File: src/hdl/crypto_config.svh
`ifndef CRYPTO_CONFIG_SVH
`define CRYPTO_CONFIG_SVH

// key and sponge state width
`define CRYPTO_SECURITY 64

// data word width, one word per sponge block
`define CRYPTO_RATE 16

// byte address step between words
`define CRYPTO_ADDR_STEP 2

// tag length in words
`define CRYPTO_TAG_WORDS (`CRYPTO_SECURITY / 16)

// permutation rounds and round constant
`define CRYPTO_ROUNDS 4
`define CRYPTO_ROUND_CONST 64'h9E37_79B9_7F4A_7C15

`endif

File: src/hdl/crypto_pkg.sv
`include "crypto_config.svh"

package crypto_pkg;

    typedef enum logic
    {
        OP_WRAP   = 1'b0,
        OP_UNWRAP = 1'b1
    } crypto_op_t;

    // byte addresses, ends exclusive
    typedef struct packed
    {
        logic [15:0] ad_base;
        logic [15:0] ad_end;
        logic [15:0] body_base;
        logic [15:0] body_end;
        logic [15:0] out_base;
        logic [15:0] tag_base;
    } cmd_regs_t;

    typedef struct packed
    {
        logic                    en;
        logic                    wr;
        logic [15:0]             addr;
        logic [`CRYPTO_RATE-1:0] wdata;
    } mem_req_t;

    typedef enum logic [1:0]
    {
        MODE_ABSORB  = 2'd0,
        MODE_DUPLEX  = 2'd1,
        MODE_SQUEEZE = 2'd2
    } sponge_mode_t;

    typedef struct packed
    {
        logic                    init;
        logic                    step;
        sponge_mode_t            mode;
        logic                    last;
        logic [`CRYPTO_RATE-1:0] data;
    } sponge_ctrl_t;

    typedef struct packed
    {
        logic                    busy;
        logic                    out_valid;
        logic [`CRYPTO_RATE-1:0] out;
    } sponge_stat_t;

    typedef enum logic [4:0]
    {
        ST_IDLE,
        ST_INIT,
        ST_AD_READ,
        ST_AD_STEP,
        ST_AD_WAIT,
        ST_BODY_LOAD,
        ST_BODY_READ,
        ST_BODY_STEP,
        ST_BODY_WAIT,
        ST_TAG_LOAD,
        ST_TAG_STEP,
        ST_TAG_WAIT,
        ST_DONE
    } seq_state_t;

endpackage

File: src/hdl/crypto_control.sv
`timescale 1ns/1ns
`include "crypto_config.svh"

module crypto_control import crypto_pkg::*;
(
    input  logic                        clk,
    input  logic                        reset,
    input  logic                        start,
    input  crypto_op_t                  op,
    input  cmd_regs_t                   regs,
    input  logic [`CRYPTO_SECURITY-1:0] key,
    input  logic [`CRYPTO_RATE-1:0]     mem_rdata,
    output mem_req_t                    mem_req,
    output logic                        busy,
    output logic                        result_valid,
    output logic                        result
);

    sponge_ctrl_t            sponge_ctrl;
    sponge_stat_t            sponge_stat;
    logic                    load_range;
    logic [15:0]             range_base;
    logic [15:0]             range_end;
    logic                    advance;
    logic                    load_out;
    logic [15:0]             out_addr_base;
    logic                    advance_out;
    logic                    select_out;
    logic                    range_done;
    logic [15:0]             mem_addr;
    logic                    mem_en;
    logic                    mem_wr;
    logic [`CRYPTO_RATE-1:0] mem_wdata;

    wrap_sequencer u_seq
    (
        .clk           (clk),
        .reset         (reset),
        .start         (start),
        .op            (op),
        .regs          (regs),
        .mem_rdata     (mem_rdata),
        .range_done    (range_done),
        .stat          (sponge_stat),
        .ctrl          (sponge_ctrl),
        .load_range    (load_range),
        .range_base    (range_base),
        .range_end     (range_end),
        .advance       (advance),
        .load_out      (load_out),
        .out_addr_base (out_addr_base),
        .advance_out   (advance_out),
        .select_out    (select_out),
        .mem_en        (mem_en),
        .mem_wr        (mem_wr),
        .mem_wdata     (mem_wdata),
        .busy          (busy),
        .result_valid  (result_valid),
        .result        (result)
    );

    mem_addr_unit u_addr
    (
        .clk           (clk),
        .load_range    (load_range),
        .range_base    (range_base),
        .range_end     (range_end),
        .advance       (advance),
        .load_out      (load_out),
        .out_addr_base (out_addr_base),
        .advance_out   (advance_out),
        .select_out    (select_out),
        .range_done    (range_done),
        .addr          (mem_addr)
    );

    sponge_wrap u_sponge
    (
        .clk    (clk),
        .reset  (reset),
        .key    (key),
        .unwrap (op == OP_UNWRAP),
        .ctrl   (sponge_ctrl),
        .stat   (sponge_stat)
    );

    assign mem_req.en    = mem_en;
    assign mem_req.wr    = mem_wr;
    assign mem_req.addr  = mem_addr;
    assign mem_req.wdata = mem_wdata;

endmodule

File: src/hdl/mem_addr_unit.sv
`timescale 1ns/1ns
`include "crypto_config.svh"

module mem_addr_unit
(
    input  logic        clk,
    input  logic        load_range,
    input  logic [15:0] range_base,
    input  logic [15:0] range_end,
    input  logic        advance,
    input  logic        load_out,
    input  logic [15:0] out_addr_base,
    input  logic        advance_out,
    input  logic        select_out,
    output logic        range_done,
    output logic [15:0] addr
);

    localparam logic [15:0] STEP = 16'(`CRYPTO_ADDR_STEP);

    logic [15:0] range_cnt;
    logic [15:0] range_lim;
    logic [15:0] out_cnt;

    // read pointer over the current range
    always_ff @(posedge clk)
    begin
        if (load_range)
        begin
            range_cnt <= range_base;
            range_lim <= range_end;
        end
        else if (advance)
        begin
            range_cnt <= range_cnt + STEP;
        end
    end

    // write pointer for the body output
    always_ff @(posedge clk)
    begin
        if (load_out)
            out_cnt <= out_addr_base;
        else if (advance_out)
            out_cnt <= out_cnt + STEP;
    end

    assign range_done = range_cnt >= range_lim;

    assign addr = select_out ? out_cnt : range_cnt;

endmodule

File: src/hdl/sponge_wrap.sv
`timescale 1ns/1ns
`include "crypto_config.svh"

module sponge_wrap import crypto_pkg::*;
(
    input  logic                        clk,
    input  logic                        reset,
    input  logic [`CRYPTO_SECURITY-1:0] key,
    input  logic                        unwrap,
    input  sponge_ctrl_t                ctrl,
    output sponge_stat_t                stat
);

    localparam int SEC     = `CRYPTO_SECURITY;
    localparam int RATE    = `CRYPTO_RATE;
    localparam int HALF    = SEC / 2;
    localparam int ROUND_W = $clog2(`CRYPTO_ROUNDS + 1);

    logic [SEC-1:0]     state;
    logic [ROUND_W-1:0] round_cnt;
    logic               out_valid;
    logic [RATE-1:0]    out_word;
    logic               accept;
    logic [RATE-1:0]    low_word;
    logic [RATE-1:0]    mixed;
    logic [SEC-1:0]     next_block;

    // add constant, rotate left 13, fold high half into low half
    function automatic logic [SEC-1:0] permute_round(input logic [SEC-1:0] s);
        logic [SEC-1:0] t;
        logic [SEC-1:0] r;
        t = s + `CRYPTO_ROUND_CONST;
        r = (t << 13) | (t >> (SEC - 13));
        return {r[SEC-1:HALF], r[HALF-1:0] ^ r[SEC-1:HALF]};
    endfunction

    assign accept   = ctrl.step && (round_cnt == '0);
    assign low_word = state[RATE-1:0];
    assign mixed    = ctrl.data ^ low_word;

    // block injected before the permutation
    always_comb
    begin
        next_block = state;
        case (ctrl.mode)
            MODE_ABSORB:
                next_block[RATE-1:0] = mixed;
            MODE_DUPLEX:
                next_block[RATE-1:0] = unwrap ? ctrl.data : mixed;
            default:
                next_block[RATE-1:0] = low_word;
        endcase
        if (ctrl.last)
            next_block[SEC-1] = ~next_block[SEC-1];
    end

    always_ff @(posedge clk)
    begin
        if (ctrl.init)
            state <= key;
        else if (accept)
            state <= next_block;
        else if (round_cnt != '0)
            state <= permute_round(state);
    end

    always_ff @(posedge clk)
    begin
        if (reset || ctrl.init)
            round_cnt <= '0;
        else if (accept)
            round_cnt <= ROUND_W'(`CRYPTO_ROUNDS);
        else if (round_cnt != '0)
            round_cnt <= round_cnt - 1'b1;
    end

    always_ff @(posedge clk)
    begin
        if (reset)
            out_valid <= 1'b0;
        else
            out_valid <= accept && (ctrl.mode != MODE_ABSORB);
    end

    // squeeze reads the rate before the permutation
    always_ff @(posedge clk)
    begin
        if (accept)
            out_word <= (ctrl.mode == MODE_SQUEEZE) ? low_word : mixed;
    end

    assign stat.busy      = round_cnt != '0;
    assign stat.out_valid = out_valid;
    assign stat.out       = out_word;

endmodule

File: src/hdl/wrap_sequencer.sv
`timescale 1ns/1ns
`include "crypto_config.svh"

module wrap_sequencer import crypto_pkg::*;
(
    input  logic                    clk,
    input  logic                    reset,
    input  logic                    start,
    input  crypto_op_t              op,
    input  cmd_regs_t               regs,
    input  logic [`CRYPTO_RATE-1:0] mem_rdata,
    input  logic                    range_done,
    input  sponge_stat_t            stat,
    output sponge_ctrl_t            ctrl,
    output logic                    load_range,
    output logic [15:0]             range_base,
    output logic [15:0]             range_end,
    output logic                    advance,
    output logic                    load_out,
    output logic [15:0]             out_addr_base,
    output logic                    advance_out,
    output logic                    select_out,
    output logic                    mem_en,
    output logic                    mem_wr,
    output logic [`CRYPTO_RATE-1:0] mem_wdata,
    output logic                    busy,
    output logic                    result_valid,
    output logic                    result
);

    localparam int          TAG_W     = $clog2(`CRYPTO_TAG_WORDS + 1);

    seq_state_t       state;
    seq_state_t       next_state;
    crypto_op_t       op_q;
    cmd_regs_t        regs_q;
    logic             mismatch;
    logic [TAG_W-1:0] tag_cnt;
    logic             tag_last;

    assign tag_last = tag_cnt == TAG_W'(`CRYPTO_TAG_WORDS);

    always_comb
    begin
        case (state)
            ST_IDLE:      next_state = start ? ST_INIT : ST_IDLE;
            ST_INIT:      next_state = ST_AD_READ;
            ST_AD_READ:   next_state = ST_AD_STEP;
            ST_AD_STEP:   next_state = ST_AD_WAIT;
            ST_AD_WAIT:   next_state = stat.busy  ? ST_AD_WAIT   :
                                       range_done ? ST_BODY_LOAD : ST_AD_READ;
            ST_BODY_LOAD: next_state = ST_BODY_READ;
            ST_BODY_READ: next_state = ST_BODY_STEP;
            ST_BODY_STEP: next_state = ST_BODY_WAIT;
            ST_BODY_WAIT: next_state = stat.busy  ? ST_BODY_WAIT :
                                       range_done ? ST_TAG_LOAD  : ST_BODY_READ;
            ST_TAG_LOAD:  next_state = ST_TAG_STEP;
            ST_TAG_STEP:  next_state = ST_TAG_WAIT;
            ST_TAG_WAIT:  next_state = stat.busy  ? ST_TAG_WAIT  :
                                       tag_last   ? ST_DONE      : ST_TAG_STEP;
            default:      next_state = ST_IDLE;
        endcase
    end

    always_ff @(posedge clk)
    begin
        if (reset)
            state <= ST_IDLE;
        else
            state <= next_state;
    end

    // command operands held for the whole run
    always_ff @(posedge clk)
    begin
        if (state == ST_IDLE && start)
        begin
            op_q   <= op;
            regs_q <= regs;
        end
    end

    always_ff @(posedge clk)
    begin
        if (reset || state == ST_INIT)
            mismatch <= 1'b0;
        else if (state == ST_TAG_WAIT && stat.out_valid && op_q == OP_UNWRAP
                 && stat.out != mem_rdata)
            mismatch <= 1'b1;
    end

    // squeezed tag words
    always_ff @(posedge clk)
    begin
        if (reset || state == ST_TAG_LOAD)
            tag_cnt <= '0;
        else if (state == ST_TAG_WAIT && stat.out_valid)
            tag_cnt <= tag_cnt + 1'b1;
    end

    always_comb
    begin
        ctrl          = '0;
        load_range    = 1'b0;
        range_base    = regs_q.ad_base;
        range_end     = regs_q.ad_end;
        advance       = 1'b0;
        load_out      = 1'b0;
        out_addr_base = regs_q.out_base;
        advance_out   = 1'b0;
        select_out    = 1'b0;
        mem_en        = 1'b0;
        mem_wr        = 1'b0;
        mem_wdata     = stat.out;
        busy          = state != ST_IDLE;
        result_valid  = 1'b0;
        result        = 1'b0;

        case (state)
            ST_INIT:
            begin
                ctrl.init  = 1'b1;
                load_range = 1'b1;
            end
            ST_AD_READ, ST_BODY_READ:
            begin
                mem_en  = 1'b1;
                advance = 1'b1;
            end
            ST_AD_STEP:
            begin
                ctrl.step = 1'b1;
                ctrl.mode = MODE_ABSORB;
                ctrl.last = range_done;
                ctrl.data = mem_rdata;
            end
            ST_BODY_LOAD:
            begin
                load_range = 1'b1;
                range_base = regs_q.body_base;
                range_end  = regs_q.body_end;
                load_out   = 1'b1;
            end
            ST_BODY_STEP:
            begin
                ctrl.step = 1'b1;
                ctrl.mode = MODE_DUPLEX;
                ctrl.last = range_done;
                ctrl.data = mem_rdata;
            end
            ST_BODY_WAIT:
            begin
                mem_en      = stat.out_valid;
                mem_wr      = stat.out_valid;
                select_out  = stat.out_valid;
                advance_out = stat.out_valid;
            end
            ST_TAG_LOAD:
            begin
                load_range = 1'b1;
                range_base = regs_q.tag_base;
            end
            ST_TAG_STEP:
            begin
                ctrl.step = 1'b1;
                ctrl.mode = MODE_SQUEEZE;
                // unwrap fetches the stored tag word alongside
                mem_en    = op_q == OP_UNWRAP;
            end
            ST_TAG_WAIT:
            begin
                mem_en  = stat.out_valid && op_q == OP_WRAP;
                mem_wr  = stat.out_valid && op_q == OP_WRAP;
                advance = stat.out_valid;
            end
            ST_DONE:
            begin
                result_valid = 1'b1;
                result       = ~mismatch;
            end
            default:
            begin
            end
        endcase
    end

endmodule

File: config.mk
export PLATFORM = sky130hd
export DESIGN_NAME = crypto_control
export DESIGN_NICKNAME = d
export VERILOG_FILES = /design/src/hdl/crypto_pkg.sv /design/src/hdl/crypto_control.sv /design/src/hdl/mem_addr_unit.sv /design/src/hdl/sponge_wrap.sv /design/src/hdl/wrap_sequencer.sv
export VERILOG_INCLUDE_DIRS = /design/src /design/src/hdl
export SDC_FILE = /design/constraint.sdc
export NUM_CORES = 1
export LEC_CHECK = 0
export ABC_AREA = 0
export BUFFER_PORTS_ARGS = -buffer_cell sky130_fd_sc_hd__buf_2
export CAP_MARGIN = 20
export CORE_MARGIN = 3
export CORE_UTILIZATION = 50
export DETAILED_ROUTE_END_ITERATION = 7
export GPL_TIMING_DRIVEN = 0
export PLACE_DENSITY = 0.8
export SYNTH_ARGS = -nofsm -noshare
export SYNTH_HDL_FRONTEND = slang
export SYNTH_SLANG_ARGS = --single-unit
File: constraint.sdc
create_clock -name clk -period 3.94 [get_ports clk]
set_clock_uncertainty 0.05 [all_clocks]
set_input_delay 0.394 -clock clk [delete_from_list [all_inputs] [get_ports clk]]
set_output_delay 0.394 -clock clk [all_outputs]
set_load 0.02 [all_outputs]
* Word level (Yosys, flattened, before mapping)
Cells that the tools add are included.
** Storage, ports and cells
- Flip-flop bits (word level) :: 238
- Input bits :: 180
- Output and inout bits :: 37
- Word-level logic and storage cells :: 114
** Cells by class
- $add $sub $neg :: 5
- $lt $le $gt $ge :: 1
- Equal/unequal tests :: 19
- Multiplexer cells :: 35
- Bitwise logic cells :: 6
- Reductions and logical operators :: 28
** Operators with widths (number)
- 64-bit two-way mux :: 3
- 16-bit two-way mux :: 8
- 64-bit adder (second input constant) :: 1
- 64-bit by 13-bit OR with 64-bit output :: 1
- 16-bit case mux with 2 select lines :: 2
- 5-bit case mux with 12 select lines :: 1
- 16-bit by 2-bit adder with 16-bit output (second input constant) :: 2
- 32-bit bitwise XOR :: 1
- 5-bit by 4-bit == test with 1-bit output (second input constant) :: 5
- 5-bit by 3-bit == test with 1-bit output (second input constant) :: 4
- 17-bit two-way mux :: 1
- 16-bit greater-or-equal comparator :: 1
- 16-bit != test :: 1
- 16-bit bitwise XOR :: 1
- 5-bit two-way mux :: 3
- 3-bit two-way mux :: 4
- 5-bit by 2-bit == test with 1-bit output (second input constant) :: 2
- 2-bit nonzero test :: 5
- 3-bit case mux with 3 select lines :: 1
- 1-bit two-way mux :: 8
- 1-bit logical AND :: 7
- 2-bit AND reduction :: 3
- 3-bit nonzero test :: 2
- 2-bit OR reduction :: 3
- 19 further kinds :: 24

* Logic depth before layout (Yosys ltp)
- Depth after elaboration :: 8
- Mapped depth :: 10
- Mapped depth without buffers :: 10

* Modules after synthesis
Synthesis repeated with hierarchy kept, for this count alone.
** Unflattened totals
- Cell total of the unflattened synthesis :: 1304
- Area total of the unflattened synthesis :: 13847.0 um^2
** Modules (own cells, without submodules)
- sponge_wrap :: times used 1, cells each 621, area each 5974.5 um^2, seq. area each 2482.4 um^2
- wrap_sequencer :: times used 1, cells each 407, area each 4958.5 um^2, seq. area each 3072.9 um^2
- mem_addr_unit :: times used 1, cells each 274, area each 2899.0 um^2, seq. area each 1441.4 um^2
- crypto_control :: times used 1, cells each 2, area each 15.0 um^2, seq. area each 0.0 um^2

* Worst setup path before layout
Ideal clock, no wire load.
- Path type :: register to register
- Start point :: reg u_seq.state[2]
- End point :: reg u_seq.op_q, enable pin
- Library setup time :: 0.468 ns
- Arrival :: 3.174 ns
- Data required time :: 3.422 ns
- Path slack :: 0.249 ns
- Cell stages (with the launch flop) :: 5
- Path buffers :: 2
- Period minus slack after synthesis :: 3.691 ns
- Cell sequence :: dfxtp_1 -> clkbuf_1 -> clkbuf_1 -> nor2_1 -> and3_1
** On the way
- Cells in the longest elaborated chain, start to end :: 2
** RTL lines
- from (decl) :: RTL line wrap_sequencer.sv:33 : seq_state_t state;
- from (signal assigned) :: RTL line wrap_sequencer.sv:70 : state <= next_state;
- 5-bit zero test :: RTL line wrap_sequencer.sv:76 : if (state == ST_IDLE && start)
- 1-bit logical AND :: RTL line wrap_sequencer.sv:76
- to (signal assigned) :: RTL line wrap_sequencer.sv:78 : op_q <= op;
- to (decl) :: RTL line wrap_sequencer.sv:35 : crypto_op_t op_q;
No other way between the ends.
A chain may end at the register's enable or synchronous reset.

==> run metrics <==
run status=finished, final reports clean; Ports=217; final slew viol count=0; Yosys Warn Count=0; leakage=about 0.0064 uW; Mapped Cells=~1200; first-pass GRT wire length=approximately 65000 um; commonest non-fill, non-tap cells in the layout=225 x edfxtp_1, 217 x buf_2, 128 x nand2_1; core area=around 25000 um^2; placer congestion estimate=slightly below 1; layout cells sized above 1=0.220; post-detailed-route wirelength per cell=roughly 23 um; DP HPWL=approximately 30000 um; number of global-route vias before repair=roughly 11000; Critical Path End Type=flop; Placed Area=14700 um^2; DR iter-0 viols=1393; initial antenna violation count=2; Routed Antenna Nets=0; syn nets=roughly 1400; final instance area=around 17000 um^2; root buffer cell=clkbuf_16; Hold Path Class=in -> reg; IO buf count=about 220; WP data arrival=between 3 and 4 ns; Die ar.=around 28000 um^2; pre-CTS setup slack=approximately 0.34 ns; Global Route met3 Usage=0.0514; async set-reset flop share out of synthesis=0; syn_area_per_cell=around 11 um^2; clock slew at reported path FFs=approximately 0.070 ns; CP max stage delay=~0.67 ns; Skew-Pair Late Insertion Delay=around 0.54 ns; Crit path max-delay family=buffers and inverters; max frequency=~270 MHz; most common cell after layout, fill and taps aside=edfxtp_1; register area share after synthesis=0.533; P&R area growth vs syn=25.7%; CTS Buf Count=25; Post-synth EDFFs=around 230; Pre-Repair DR Iteration Count=6; grt total ovfl=0; final worst-path cycle share=0.935; GRT Overall Usage=0.296; Rows=slightly below 60; Mapped Area=roughly 13000 um^2; Startpoint Class=flop; met2 Usage GRT=0.492; post-synthesis cell type count=74; largest net degree at the start of global routing=79; worst-margin pin slew=approximately 1.0 ns; final worst-path setup slack=about 0.26 ns; critical path data required time=roughly 4.1 ns; crit path buf inv count=4; Top cell by count, worst path=clkbuf_1; Final Critical Period=3.68 ns; Die X=168 um; worst vdd ir=roughly 0.51 mV; Nets=about 1700; crit path cell chain=inv_1, ha_1, nor2b_1, clkbuf_1, nand2_1, nand2_1, clkbuf_1, clkbuf_1, o21ai_0; htree depth=1; hold buffers post-CTS=97; Critical Path Fanout Max=10; final WL=approximately 43000 um; CTS Sinks=around 240; leading register cell type out of synthesis=edfxtp_1; Remaining DRCs=0; vias per std cell=between 5 and 6; clk buf depth=3; cts repair resizes=0; setup violators final=0; unrepaired setup endpoints after global routing=no; slew margin rel.=0.332; DIE HEIGHT=around 170 um; initial core utilization=0.516; Critical-path top delay cell=clkbuf_1; met1 usage=0.384; final count of hold timing violations=0; Yosys reg bits=around 240; Max Cap Viol=0; power density cells=about 710 nW/um^2; WS Path Type=reg -> reg; setup bufs post-CTS=0; grt peak-use layer=met2; TritonCTS clock tree=built; total number of vias=11100
## state kept, by name, summed over array words and instances (netlist names)
name,flops
u_seq.regs_q,80
u_seq.op_q,1
u_sponge.out_valid,1
u_sponge.out_word,16
u_seq.tag_cnt,3
u_seq.out_addr_base,16
u_addr.range_cnt,16
u_addr.out_cnt,16
u_seq.mismatch,1
u_sponge.state,64
u_sponge.round_cnt,3
u_addr.range_lim,16
u_seq.state,4
## routing by layer
layer,wire (um),vias to the layer above
met2,20100,714
met3,3970,129
met5,13,-
met4,2140,2
met1,16400,5209
li1,-,5004
## power by group
part | total [uW] | internal [uW] | switching (uW)
Sequential | 4380 | 3750 | 627
Clock | 2370 | 1340 | 1020
Combinational | 5000 | 2030 | 2970
Total | 11700 | 7120 | 4620
## worst paths after layout
path | cells after the start | slack, ns | from | end
worst min register to register | 2 | 0.46 | u_sponge.round_cnt[1] | u_sponge.round_cnt[1]
worst max-delay path | 9 | 0.26 | u_sponge.round_cnt[0] | u_sponge.state[53]
worst min-delay path | 3 | 0.09 | key[31] | u_sponge.state[31]
worst max register to register | 9 | 0.26 | u_sponge.round_cnt[0] | u_sponge.state[53]
## worst min-delay path: stages
cell and delay, ns:
buf_2 0.07, nand2_1 0.04, o31ai_1 0.06
## metrics by stage
stage	instances	power (uW)	util	setup TNS, ns	hold WS [ns]
final	1858	11700	0.648	0	0.0852
after global routing	1858	12300	0.648	0	0.0869
after CTS	1857	11600	0.648	0	0.0700
after detailed placement	1715	9150	0.578	0	0.454
after global placement	1711	9030	0.574	-66.92	0.437
after floorplan	1165	7540	-	0	0.413
## cell usage after synthesis, types with 17 or more instances
cell type / count / share of area
edfxtp_1: 225 / 0.51
nand2_1: 129 / 0.037
xnor2_1: 76 / 0.051
nor2_1: 59 / 0.017
o21ai_0: 58 / 0.022
xor2_1: 58 / 0.039
clkbuf_1: 49 / 0.014
mux2_2: 42 / 0.036
inv_1: 41 / 0.012
a21oi_1: 39 / 0.015
nand3_1: 35 / 0.013
mux2i_1: 24 / 0.018
ha_1: 23 / 0.022
nor3_1: 19 / 0.0072
buf_4: 18 / 0.010
and3_1: 17 / 0.0081
o31ai_1: 17 / 0.0097
## cells by family (layout without fill, tap and decap cells)
group,count (synthesis),after routing,synth area share
xor gates and xnor gates,140,140,0.0997
muxes,66,66,0.0543
DFF,237,237,0.533
adders and majority gates,23,23,0.0219
buffers and inverters,114,476,0.0378
and+or+nand+nor,330,330,0.119
AOI/OAI and AO/OA,255,255,0.135
other,0,1,0
## final cells by class
type / count / area [um^2]
Antenna cell: 1 / 2.50
Buffer: 72 / 339
Clock buffer: 31 / 668
Clock inverter: 14 / 141
Fill cell: 1900 / 8950
Inverter: 42 / 158
Multi-Input combinational cell: 814 / 5650
Sequential cell: 237 / 7000
Tap cell: 330 / 413
Timing Repair Buffer: 317 / 2150
(Power assumes the default switching activity.)
